===== config.mk =====
export PLATFORM = sky130hd
export DESIGN_NAME = jacobian_engine
export DESIGN_NICKNAME = d
export VERILOG_FILES = /design/src/jac_pkg.sv /design/src/jac_ifs.sv /design/src/jacobian_engine.sv /design/src/mac_unit.sv /design/src/operand_bank.sv /design/src/operand_sequencer.sv
export SDC_FILE = /design/constraint.sdc
export NUM_CORES = 2
export LEC_CHECK = 0
export ABC_CLOCK_PERIOD_IN_PS = 12800
export BUFFER_PORTS_ARGS = -buffer_cell sky130_fd_sc_hd__buf_2
export CAP_MARGIN = 20
export CORE_MARGIN = 5
export CORE_UTILIZATION = 30
export DETAILED_ROUTE_END_ITERATION = 10
export MAX_ROUTING_LAYER = met4
export PLACE_DENSITY = 0.5
export SYNTH_ARGS = -nofsm -noshare
export SYNTH_HDL_FRONTEND = slang
export SYNTH_SLANG_ARGS = --single-unit

===== constraint.sdc =====
create_clock -name clk -period 12.8 [get_ports clk]
set_clock_uncertainty 0.05 [all_clocks]
set_input_delay 2.56 -clock clk [delete_from_list [all_inputs] [get_ports clk]]
set_output_delay 2.56 -clock clk [all_outputs]
set_load 0.03 [all_outputs]

===== src/jac_pkg.sv =====
// shared fixed-point types for the 3x3 matrix engine.
// operands and results are signed 18-bit values, and the fraction width is set at the top level.
`default_nettype none

package jac_pkg;

	// matrices are always 3x3, stored row-major.
	localparam int DIM    = 3;
	localparam int N_ELEM = DIM * DIM;

	// signed operand and result word.
	typedef logic signed [17:0] fix_t;

	// full-width product of two operands.
	typedef logic signed [35:0] prod_t;

	// the accumulator has two bits of headroom for a sum of three products.
	typedef logic signed [37:0] acc_t;

	// element index 0 to 8.
	typedef logic [3:0] idx_t;

	typedef enum logic {
		MODE_MATRIX = 1'b0,
		MODE_ARRAY  = 1'b1
	} mult_mode_t;

	typedef enum logic {
		SEQ_IDLE = 1'b0,
		SEQ_RUN  = 1'b1
	} seq_state_t;

endpackage

`default_nettype wire


===== src/jac_ifs.sv =====
// internal links of the matrix engine. operand_if is read_req_if delayed by one
// cycle in the operand bank, with the two operands added.
`timescale 1ns/1ps
`default_nettype none

// one read request per cycle while valid is high.
interface read_req_if;
	logic          valid;
	jac_pkg::idx_t idx_a;
	jac_pkg::idx_t idx_b;
	logic          first;
	logic          last;
	jac_pkg::idx_t out_idx;

	modport requester (
		output valid, idx_a, idx_b, first, last, out_idx
	);

	modport responder (
		input valid, idx_a, idx_b, first, last, out_idx
	);
endinterface

// operand pair with the schedule tags of the request that fetched it.
interface operand_if;
	logic          valid;
	jac_pkg::fix_t op_a;
	jac_pkg::fix_t op_b;
	logic          first;
	logic          last;
	jac_pkg::idx_t out_idx;

	modport source (
		output valid, op_a, op_b, first, last, out_idx
	);

	modport sink (
		input valid, op_a, op_b, first, last, out_idx
	);
endinterface

`default_nettype wire


===== src/jacobian_engine.sv =====
// 3x3 matrix or element-wise product through one shared MAC. mode 0 is matrix, 1 is array.
// operands must be written while idle; results arrive as strobes with no back-pressure.
`timescale 1ns/1ps
`default_nettype none

module jacobian_engine #(
	parameter int unsigned FRAC_BITS = 15
) (
	input  wire logic          clk,
	input  wire logic          rst_n,
	input  wire logic          wr_en,
	input  wire logic          wr_sel,
	input  wire jac_pkg::idx_t wr_idx,
	input  wire jac_pkg::fix_t wr_data,
	input  wire logic          start,
	input  wire logic          mode,
	output logic               busy,
	output logic               res_valid,
	output jac_pkg::idx_t      res_idx,
	output jac_pkg::fix_t      res_data,
	output logic               done
);

	read_req_if rd_if ();
	operand_if  op_if ();

	operand_sequencer sequencer_i (
		.clk   (clk),
		.rst_n (rst_n),
		.start (start),
		.mode  (jac_pkg::mult_mode_t'(mode)),
		.busy  (busy),
		.done  (done),
		.rd    (rd_if.requester)
	);

	operand_bank bank_i (
		.clk     (clk),
		.rst_n   (rst_n),
		.wr_en   (wr_en),
		.wr_sel  (wr_sel),
		.wr_idx  (wr_idx),
		.wr_data (wr_data),
		.rd      (rd_if.responder),
		.op      (op_if.source)
	);

	mac_unit #(
		.FRAC_BITS (FRAC_BITS)
	) mac_i (
		.clk       (clk),
		.rst_n     (rst_n),
		.op        (op_if.sink),
		.res_valid (res_valid),
		.res_idx   (res_idx),
		.res_data  (res_data)
	);

endmodule

`default_nettype wire


===== src/mac_unit.sv =====
// two-stage multiply-accumulate. results are floor-shifted by FRAC_BITS (0 to 17)
// and saturated to 18 bits. there is no stall, so a result is lost if not taken.
`timescale 1ns/1ps
`default_nettype none

module mac_unit #(
	parameter int unsigned FRAC_BITS = 15
) (
	input  wire logic      clk,
	input  wire logic      rst_n,
	operand_if.sink        op,
	output logic           res_valid,
	output jac_pkg::idx_t  res_idx,
	output jac_pkg::fix_t  res_data
);

	localparam int          FIX_W  = $bits(jac_pkg::fix_t);
	localparam jac_pkg::acc_t SAT_HI = jac_pkg::acc_t'((longint'(1) << (FIX_W - 1)) - 1);
	localparam jac_pkg::acc_t SAT_LO = -SAT_HI - jac_pkg::acc_t'(1);

	logic           p_valid;
	jac_pkg::prod_t p_prod;
	logic           p_first;
	logic           p_last;
	jac_pkg::idx_t  p_idx;
	jac_pkg::acc_t  acc_q;
	jac_pkg::acc_t  acc_next;
	jac_pkg::acc_t  scaled;
	logic           acc_open_q;

	// stage 1 is the multiply register.
	always_ff @(posedge clk or negedge rst_n) begin
		if (!rst_n) begin
			p_valid <= 1'b0;
		end else begin
			p_valid <= op.valid;
		end
	end

	always_ff @(posedge clk) begin
		if (op.valid) begin
			p_prod  <= op.op_a * op.op_b;
			p_first <= op.first;
			p_last  <= op.last;
			p_idx   <= op.out_idx;
		end
	end

	// a first tag starts a fresh sum; the product is sign-extended into the accumulator.
	assign acc_next = p_first ? jac_pkg::acc_t'(p_prod) : acc_q + jac_pkg::acc_t'(p_prod);
	assign scaled   = acc_next >>> FRAC_BITS;

	// stage 2 accumulates and emits the saturated result on the last tag.
	always_ff @(posedge clk or negedge rst_n) begin
		if (!rst_n) begin
			res_valid  <= 1'b0;
			acc_open_q <= 1'b0;
		end else begin
			res_valid <= p_valid && p_last;
			if (p_valid) begin
				acc_open_q <= !p_last;
			end
		end
	end

	always_ff @(posedge clk) begin
		if (p_valid) begin
			acc_q <= acc_next;
		end
		if (p_valid && p_last) begin
			res_idx <= p_idx;
			if (scaled > SAT_HI) begin
				res_data <= jac_pkg::fix_t'(SAT_HI);
			end else if (scaled < SAT_LO) begin
				res_data <= jac_pkg::fix_t'(SAT_LO);
			end else begin
				res_data <= jac_pkg::fix_t'(scaled);
			end
		end
	end

	// the sequencer must close every sum before opening the next one.
	a_no_overlap: assert property (@(posedge clk) disable iff (!rst_n)
		(p_valid && p_first) |-> !acc_open_q);

endmodule

`default_nettype wire


===== src/operand_bank.sv =====
// holds A and B as nine registers each. writes during a run are not supported.
// reads take one cycle and carry the request tags along.
`timescale 1ns/1ps
`default_nettype none

module operand_bank (
	input  wire logic          clk,
	input  wire logic          rst_n,
	input  wire logic          wr_en,
	input  wire logic          wr_sel,
	input  wire jac_pkg::idx_t wr_idx,
	input  wire jac_pkg::fix_t wr_data,
	read_req_if.responder      rd,
	operand_if.source          op
);

	jac_pkg::fix_t mat_a [jac_pkg::N_ELEM];
	jac_pkg::fix_t mat_b [jac_pkg::N_ELEM];

	// wr_sel picks B when high.
	always_ff @(posedge clk or negedge rst_n) begin
		if (!rst_n) begin
			for (int i = 0; i < jac_pkg::N_ELEM; i++) begin
				mat_a[i] <= '0;
				mat_b[i] <= '0;
			end
		end else if (wr_en) begin
			if (wr_sel) begin
				mat_b[wr_idx] <= wr_data;
			end else begin
				mat_a[wr_idx] <= wr_data;
			end
		end
	end

	always_ff @(posedge clk or negedge rst_n) begin
		if (!rst_n) begin
			op.valid <= 1'b0;
		end else begin
			op.valid <= rd.valid;
		end
	end

	// operands and tags are loaded together so they leave the bank in step.
	always_ff @(posedge clk) begin
		if (rd.valid) begin
			op.op_a    <= mat_a[rd.idx_a];
			op.op_b    <= mat_b[rd.idx_b];
			op.first   <= rd.first;
			op.last    <= rd.last;
			op.out_idx <= rd.out_idx;
		end
	end

	a_wr_range: assert property (@(posedge clk) disable iff (!rst_n)
		wr_en |-> (wr_idx < jac_pkg::N_ELEM));

endmodule

`default_nettype wire


===== src/operand_sequencer.sv =====
// turns a start pulse into 27 (matrix) or 9 (array) read requests, one per cycle.
// start is ignored while busy, which covers the three-cycle drain after the last request.
`timescale 1ns/1ps
`default_nettype none

module operand_sequencer (
	input  wire logic                clk,
	input  wire logic                rst_n,
	input  wire logic                start,
	input  wire jac_pkg::mult_mode_t mode,
	output logic                     busy,
	output logic                     done,
	read_req_if.requester            rd
);

	localparam logic [4:0] LAST_MAT = 5'(jac_pkg::N_ELEM * jac_pkg::DIM - 1);
	localparam logic [4:0] LAST_ARR = 5'(jac_pkg::N_ELEM - 1);
	localparam logic [1:0] DIG_MAX  = 2'(jac_pkg::DIM - 1);

	jac_pkg::seq_state_t state_q;
	jac_pkg::mult_mode_t mode_q;
	logic [4:0]          step_q;
	logic [4:0]          last_step;
	logic [1:0]          k_q;
	logic [1:0]          col_q;
	logic [1:0]          row_q;
	logic                busy_q;
	logic [2:0]          done_q;
	logic                accept;
	logic                final_req;
	logic                is_matrix;

	// row-major element index from a row and a column digit.
	function automatic jac_pkg::idx_t elem_idx(input logic [1:0] r, input logic [1:0] c);
		return jac_pkg::idx_t'(r) * jac_pkg::idx_t'(jac_pkg::DIM) + jac_pkg::idx_t'(c);
	endfunction

	assign accept    = start && !busy_q;
	assign is_matrix = (mode_q == jac_pkg::MODE_MATRIX);
	assign last_step = is_matrix ? LAST_MAT : LAST_ARR;
	assign final_req = rd.valid && rd.last && (step_q == last_step);

	always_ff @(posedge clk or negedge rst_n) begin
		if (!rst_n) begin
			state_q <= jac_pkg::SEQ_IDLE;
			mode_q  <= jac_pkg::MODE_MATRIX;
			step_q  <= '0;
			k_q     <= '0;
			col_q   <= '0;
			row_q   <= '0;
		end else if (accept) begin
			state_q <= jac_pkg::SEQ_RUN;
			mode_q  <= mode;
			step_q  <= '0;
			k_q     <= '0;
			col_q   <= '0;
			row_q   <= '0;
		end else if (state_q == jac_pkg::SEQ_RUN) begin
			step_q <= step_q + 5'd1;
			if (step_q == last_step) begin
				state_q <= jac_pkg::SEQ_IDLE;
			end
			// k is the inner digit in matrix mode; array mode walks the elements directly.
			if (is_matrix && k_q != DIG_MAX) begin
				k_q <= k_q + 2'd1;
			end else begin
				k_q <= '0;
				if (col_q == DIG_MAX) begin
					col_q <= '0;
					row_q <= row_q + 2'd1;
				end else begin
					col_q <= col_q + 2'd1;
				end
			end
		end
	end

	// done trails the final request by the bank and MAC latency.
	always_ff @(posedge clk or negedge rst_n) begin
		if (!rst_n) begin
			busy_q <= 1'b0;
			done_q <= '0;
		end else begin
			done_q <= {done_q[1:0], final_req};
			if (accept) begin
				busy_q <= 1'b1;
			end else if (done_q[2]) begin
				busy_q <= 1'b0;
			end
		end
	end

	assign busy       = busy_q;
	assign done       = done_q[2];
	assign rd.valid   = (state_q == jac_pkg::SEQ_RUN);
	assign rd.idx_a   = is_matrix ? elem_idx(row_q, k_q) : elem_idx(row_q, col_q);
	assign rd.idx_b   = is_matrix ? elem_idx(k_q, col_q) : elem_idx(row_q, col_q);
	assign rd.out_idx = elem_idx(row_q, col_q);
	assign rd.first   = is_matrix ? (k_q == '0) : 1'b1;
	assign rd.last    = is_matrix ? (k_q == DIG_MAX) : 1'b1;

	a_idx_range: assert property (@(posedge clk) disable iff (!rst_n)
		rd.valid |-> (rd.idx_a < jac_pkg::N_ELEM) && (rd.idx_b < jac_pkg::N_ELEM) &&
			(rd.out_idx < jac_pkg::N_ELEM));

	// a start during a run must not restart the schedule.
	a_run_undisturbed: assert property (@(posedge clk) disable iff (!rst_n)
		(state_q == jac_pkg::SEQ_RUN && step_q != last_step) |=>
			(state_q == jac_pkg::SEQ_RUN && step_q == $past(step_q) + 5'd1));

endmodule

`default_nettype wire


==> reports/summary.md <==
The worst setup path is captured at a flip-flop. For met3 alone, demand over resource in global routing was 1.97%. Measured along the y axis, the die boundary spans 351 µm.

In this run the biggest area consumer among cell types represents 24.7% of the synthesized area. The total number of H-tree levels is 2, and the required time reported for the critical path endpoint is 13.13 ns. The internal reg-to-reg setup slack came out at 5.76 ns.

The clock drives 488 sinks. Gates resized during post-CTS repair numbered 0. In the layout the commonest cells are sky130_fd_sc_hd__inv_1 (427), sky130_fd_sc_hd__dfrtp_1 (342), sky130_fd_sc_hd__fa_1 (334), sky130_fd_sc_hd__mux2_2 (327), sky130_fd_sc_hd__nand2_1 (251). Dividing the synthesized area by the synthesized cell count gives 11.9 µm². The flow ran to the end, and the final reports show no timing, DRC or antenna violations. For the number of design rule violations left after detail routing, the log shows 0. In this run, post-CTS hold repair placed 0 buffers. Type of the worst setup path: flip-flop to flip-flop. The first detailed-routing pass took 7 iterations. The setup TNS after final layout is 0 ns, and the xor and xnor area share after synthesis is 1.93%. Summed over all instances, the cell type with the most area after synthesis is sky130_fd_sc_hd__dfrtp_1.

In this run the worst path has a maximum fanout of 18. The most common cell after layout, fill and taps aside is sky130_fd_sc_hd__inv_1. Residual overflow from global routing: 0. The top achievable clock speed is 142 MHz, and the via count of the first global-routing pass is 22,388. The floorplan die width is 351 µm, and the worst path arrival time is 7.37 ns. Setup violations remaining at the end of the flow were counted as 0. The worst setup path is launched from a flip-flop.

The number of hold violations in the final report was 0; the count of flip-flops with a built-in enable after synthesis was 144. After clock tree synthesis, the setup repair step added 0 buffers. The run gives 0 as the number of inserted diodes. For the pin with the worst max-slew slack, the measured transition is 1.01 ns. Of the synthesized area, sequential elements account for 37.1%. The die area is 123,000 µm². The leading register cell type out of synthesis is sky130_fd_sc_hd__dfrtp_1. Global routing used 21.6% of the available met2 tracks. The count of mapped cells out of synthesis came out at 2,942. For met1 alone, demand over resource in global routing was 19.2%. In this run the clock root is driven by a sky130_fd_sc_hd__clkbuf_16. Detailed routing inserted a total of 20,929 vias.

For this design the top-level I/O count stands at 53. After layout, the minimum clock period comes to 7.04 ns. The number of library cell types mapped by synthesis was 81; the number of input and output port buffers inserted was 52.

Dominant combinational cell family by area after synthesis: adder cells. The multi-input combinational cells in the finished layout cover a total of 19,900 µm². The overall global routing resource usage came out at 13.7%. The clock buffer count from CTS was 54. The mux contribution to synthesized area came out at 16.6%.

The fill cell total of the finished layout was 11,700; the footprint of the flip-flops and latches was 12,900 µm². After Yosys synthesis, and, or, nand and nor cells account for 8.47% of the synthesized area. For the total core area, the log shows 116,000 µm². The area growth from synthesis to layout is 10.7%.

The run gives 80,400 µm as the wire length after detailed routing. In this run the most used layer during global routing was met2. Summing the areas of all compound-gate instances in the mapped netlist gives 5.54% of the synthesized area.

In the post-synthesis netlist, the biggest area contributors are sky130_fd_sc_hd__dfrtp_1 (25%), sky130_fd_sc_hd__fa_1 (19%), sky130_fd_sc_hd__edfxtp_1 (12%). Clock-pin slew was measured on the worst setup and hold paths at 0.07 ns. The mapped cell area came out at 34,900 µm². The floorplan has 125 rows. The run gives 0 as the max-slew violation count.

In this run the worst hold path is classified as flip-flop to flip-flop. Entering global routing, the biggest net connects 99 pins. Max-cap violations in this run came to 0. Setup repair after global routing left no endpoint under its margin.

The first global-routing pass estimated 131,000 µm of wire. The flop and latch count out of synthesis is 488, and the number of violations reported at the end of detailed-routing iteration 0 is 995. The net count of the finished layout is 3,464. TritonCTS built the clock tree. The number of nets handed over by synthesis was 3,445. Using the TritonRoute via totals, the vias-per-cell ratio works out to 4.62. Post-synthesis share of cell area spent on full adders, half adders and majority gates: 24.2%. For this configuration, the core starts out at a cell density of 30.1%. At the later pin of the worst-skew pair, clock insertion delay measures 0.63 ns. In the finished design, the share of the clock period the worst path needs comes to 55.0%. In this run the remaining antenna-violating nets after routing total 0.

The congestion estimate from routability-driven global placement came to 0.821. The number of antenna violations at the first check in global routing was 1; the normalized max-slew margin was 32.6%. For the buffer levels on the longest clock path, the log shows 3.

The async set or reset register ratio after synthesis was 70.5%. Detailed placement ended at an HPWL of 57,100 µm. The routed wire length per instance is 17.7 µm, and the number of warnings issued by yosys is 0. In the final layout, the share of cells above drive strength 1 is 20.5%.
logic make-up after synthesis:
group | after synthesis
XOR/XNOR | 77
flip-flops | 488
adder cells (fa/ha/maj) | 475
AND/OR/NAND/NOR | 606
buffers and inverters | 555
AO/OA/AOI/OAI | 294
multiplexers | 447
layout make-up:
class / instances / area share [%]
clock buffer: 73 / 3.84
tap: 1524 / 4.94
sequential: 488 / 33.5
clock inverter: 27 / 0.489
timing repair buffer: 90 / 1.49
inverter: 428 / 4.16
multi-input combinational: 1899 / 51.6
final timing paths:
check                                           start                     to  cells after the start
min in group asynchronous                       rst_n       bank_i.mat_b[49]                      1
worst min-delay path            sequencer_i.done_q[1]  sequencer_i.done_q[2]                      0
max in group asynchronous                       rst_n       bank_i.mat_b[76]                      3
worst min register to register  sequencer_i.done_q[1]  sequencer_i.done_q[2]                      0
worst max-delay path                bank_i.op.op_b[0]       mac_i.p_prod[35]                     24
worst max register to register      bank_i.op.op_b[0]       mac_i.p_prod[35]                     24
worst max-delay path: stages (launching register included):
cell	delay, ns
sky130_fd_sc_hd__edfxtp_1	0.66
sky130_fd_sc_hd__nand2_1	0.22
sky130_fd_sc_hd__inv_1	0.10
sky130_fd_sc_hd__fa_1	0.62
sky130_fd_sc_hd__inv_1	0.15
sky130_fd_sc_hd__fa_1	0.52
sky130_fd_sc_hd__inv_1	0.05
sky130_fd_sc_hd__ha_1	0.44
sky130_fd_sc_hd__inv_1	0.24
sky130_fd_sc_hd__fa_1	0.53
sky130_fd_sc_hd__inv_1	0.05
sky130_fd_sc_hd__fa_1	0.52
sky130_fd_sc_hd__inv_1	0.05
sky130_fd_sc_hd__fa_1	0.47
sky130_fd_sc_hd__inv_1	0.04
sky130_fd_sc_hd__ha_1	0.32
sky130_fd_sc_hd__a21o_1	0.17
sky130_fd_sc_hd__a21oi_1	0.18
sky130_fd_sc_hd__nand2b_1	0.15
sky130_fd_sc_hd__nand2b_1	0.06
sky130_fd_sc_hd__a31oi_1	0.28
sky130_fd_sc_hd__o21ai_0	0.27
sky130_fd_sc_hd__a221o_1	0.36
sky130_fd_sc_hd__a21oi_1	0.17
sky130_fd_sc_hd__xnor2_1	0.08
state kept, by name (all words and copies together) (netlist names), 2 cells and up:
register,flops
mac_i.res_idx,4
sequencer_i.step_q,5
mac_i.p_idx,4
bank_i.mat_a,162
bank_i.op.op_b,18
mac_i.p_prod,36
sequencer_i.k_q,2
bank_i.mat_b,162
bank_i.op.op_a,18
sequencer_i.done_q,3
mac_i.acc_q,38
bank_i.op.out_idx,4
sequencer_i.row_q,2
sequencer_i.col_q,2
mac_i.res_data,18
metrics by stage:
stage / instances / utilization [%] / instance area [µm²] / worst slack, ns / hold WS, ns
5_1_grt: 4529 / 33.4 / 38600 / 5.28 / 0.319
6_report: 4529 / 33.4 / 38600 / 5.76 / 0.296
3_3_place_gp: 4428 / 31.9 / 36900 / 5.83 / 0.282
2_1_floorplan: 2942 / - / 34900 / 6.39 / 0.281
3_5_place_dp: 4428 / 31.9 / 36900 / 5.70 / 0.286
4_1_cts: 4528 / 33.3 / 38600 / 5.69 / 0.299
routing by layer:
metal | routed length (µm) | up-vias
met5 | 0 | -
met4 | 1150 | 0
met3 | 3080 | 85
met2 | 36600 | 300
met1 | 39500 | 10755
li1 | - | 9789
Yosys cell counts, types with 3 or more instances:
master                     count
sky130_fd_sc_hd__inv_1       427
sky130_fd_sc_hd__dfrtp_1     344
sky130_fd_sc_hd__fa_1        334
sky130_fd_sc_hd__mux2_2      327
sky130_fd_sc_hd__nand2_1     251
sky130_fd_sc_hd__and2_1      173
sky130_fd_sc_hd__edfxtp_1    144
sky130_fd_sc_hd__ha_1        141
sky130_fd_sc_hd__clkbuf_1    100
sky130_fd_sc_hd__o21ai_0      89
sky130_fd_sc_hd__nor2_1       86
sky130_fd_sc_hd__mux4_2       72
sky130_fd_sc_hd__a21oi_1      70
sky130_fd_sc_hd__xnor2_1      51
sky130_fd_sc_hd__mux2i_1      46
sky130_fd_sc_hd__a21o_1       35
sky130_fd_sc_hd__xor2_1       26
sky130_fd_sc_hd__nor2b_1      16
sky130_fd_sc_hd__nor3_1       14
sky130_fd_sc_hd__o21a_1       14
sky130_fd_sc_hd__nand2b_1     13
sky130_fd_sc_hd__nand3_1      13
sky130_fd_sc_hd__buf_2        12
sky130_fd_sc_hd__nand4_1      11
sky130_fd_sc_hd__o21ai_2      11
sky130_fd_sc_hd__buf_1        10
sky130_fd_sc_hd__a31oi_1       9
sky130_fd_sc_hd__a211oi_1      8
sky130_fd_sc_hd__o211ai_1      7
sky130_fd_sc_hd__o21bai_1      7
sky130_fd_sc_hd__a21boi_0      5
sky130_fd_sc_hd__and3_1        5
sky130_fd_sc_hd__a221o_1       4
sky130_fd_sc_hd__nor3b_1       4
sky130_fd_sc_hd__o21ai_1       4
sky130_fd_sc_hd__or3_1         4
sky130_fd_sc_hd__a41oi_1       3
sky130_fd_sc_hd__or2_2         3
Power is not shown: default switching activity piles up to over one toggle a cycle in this logic, so the estimate is an artifact.
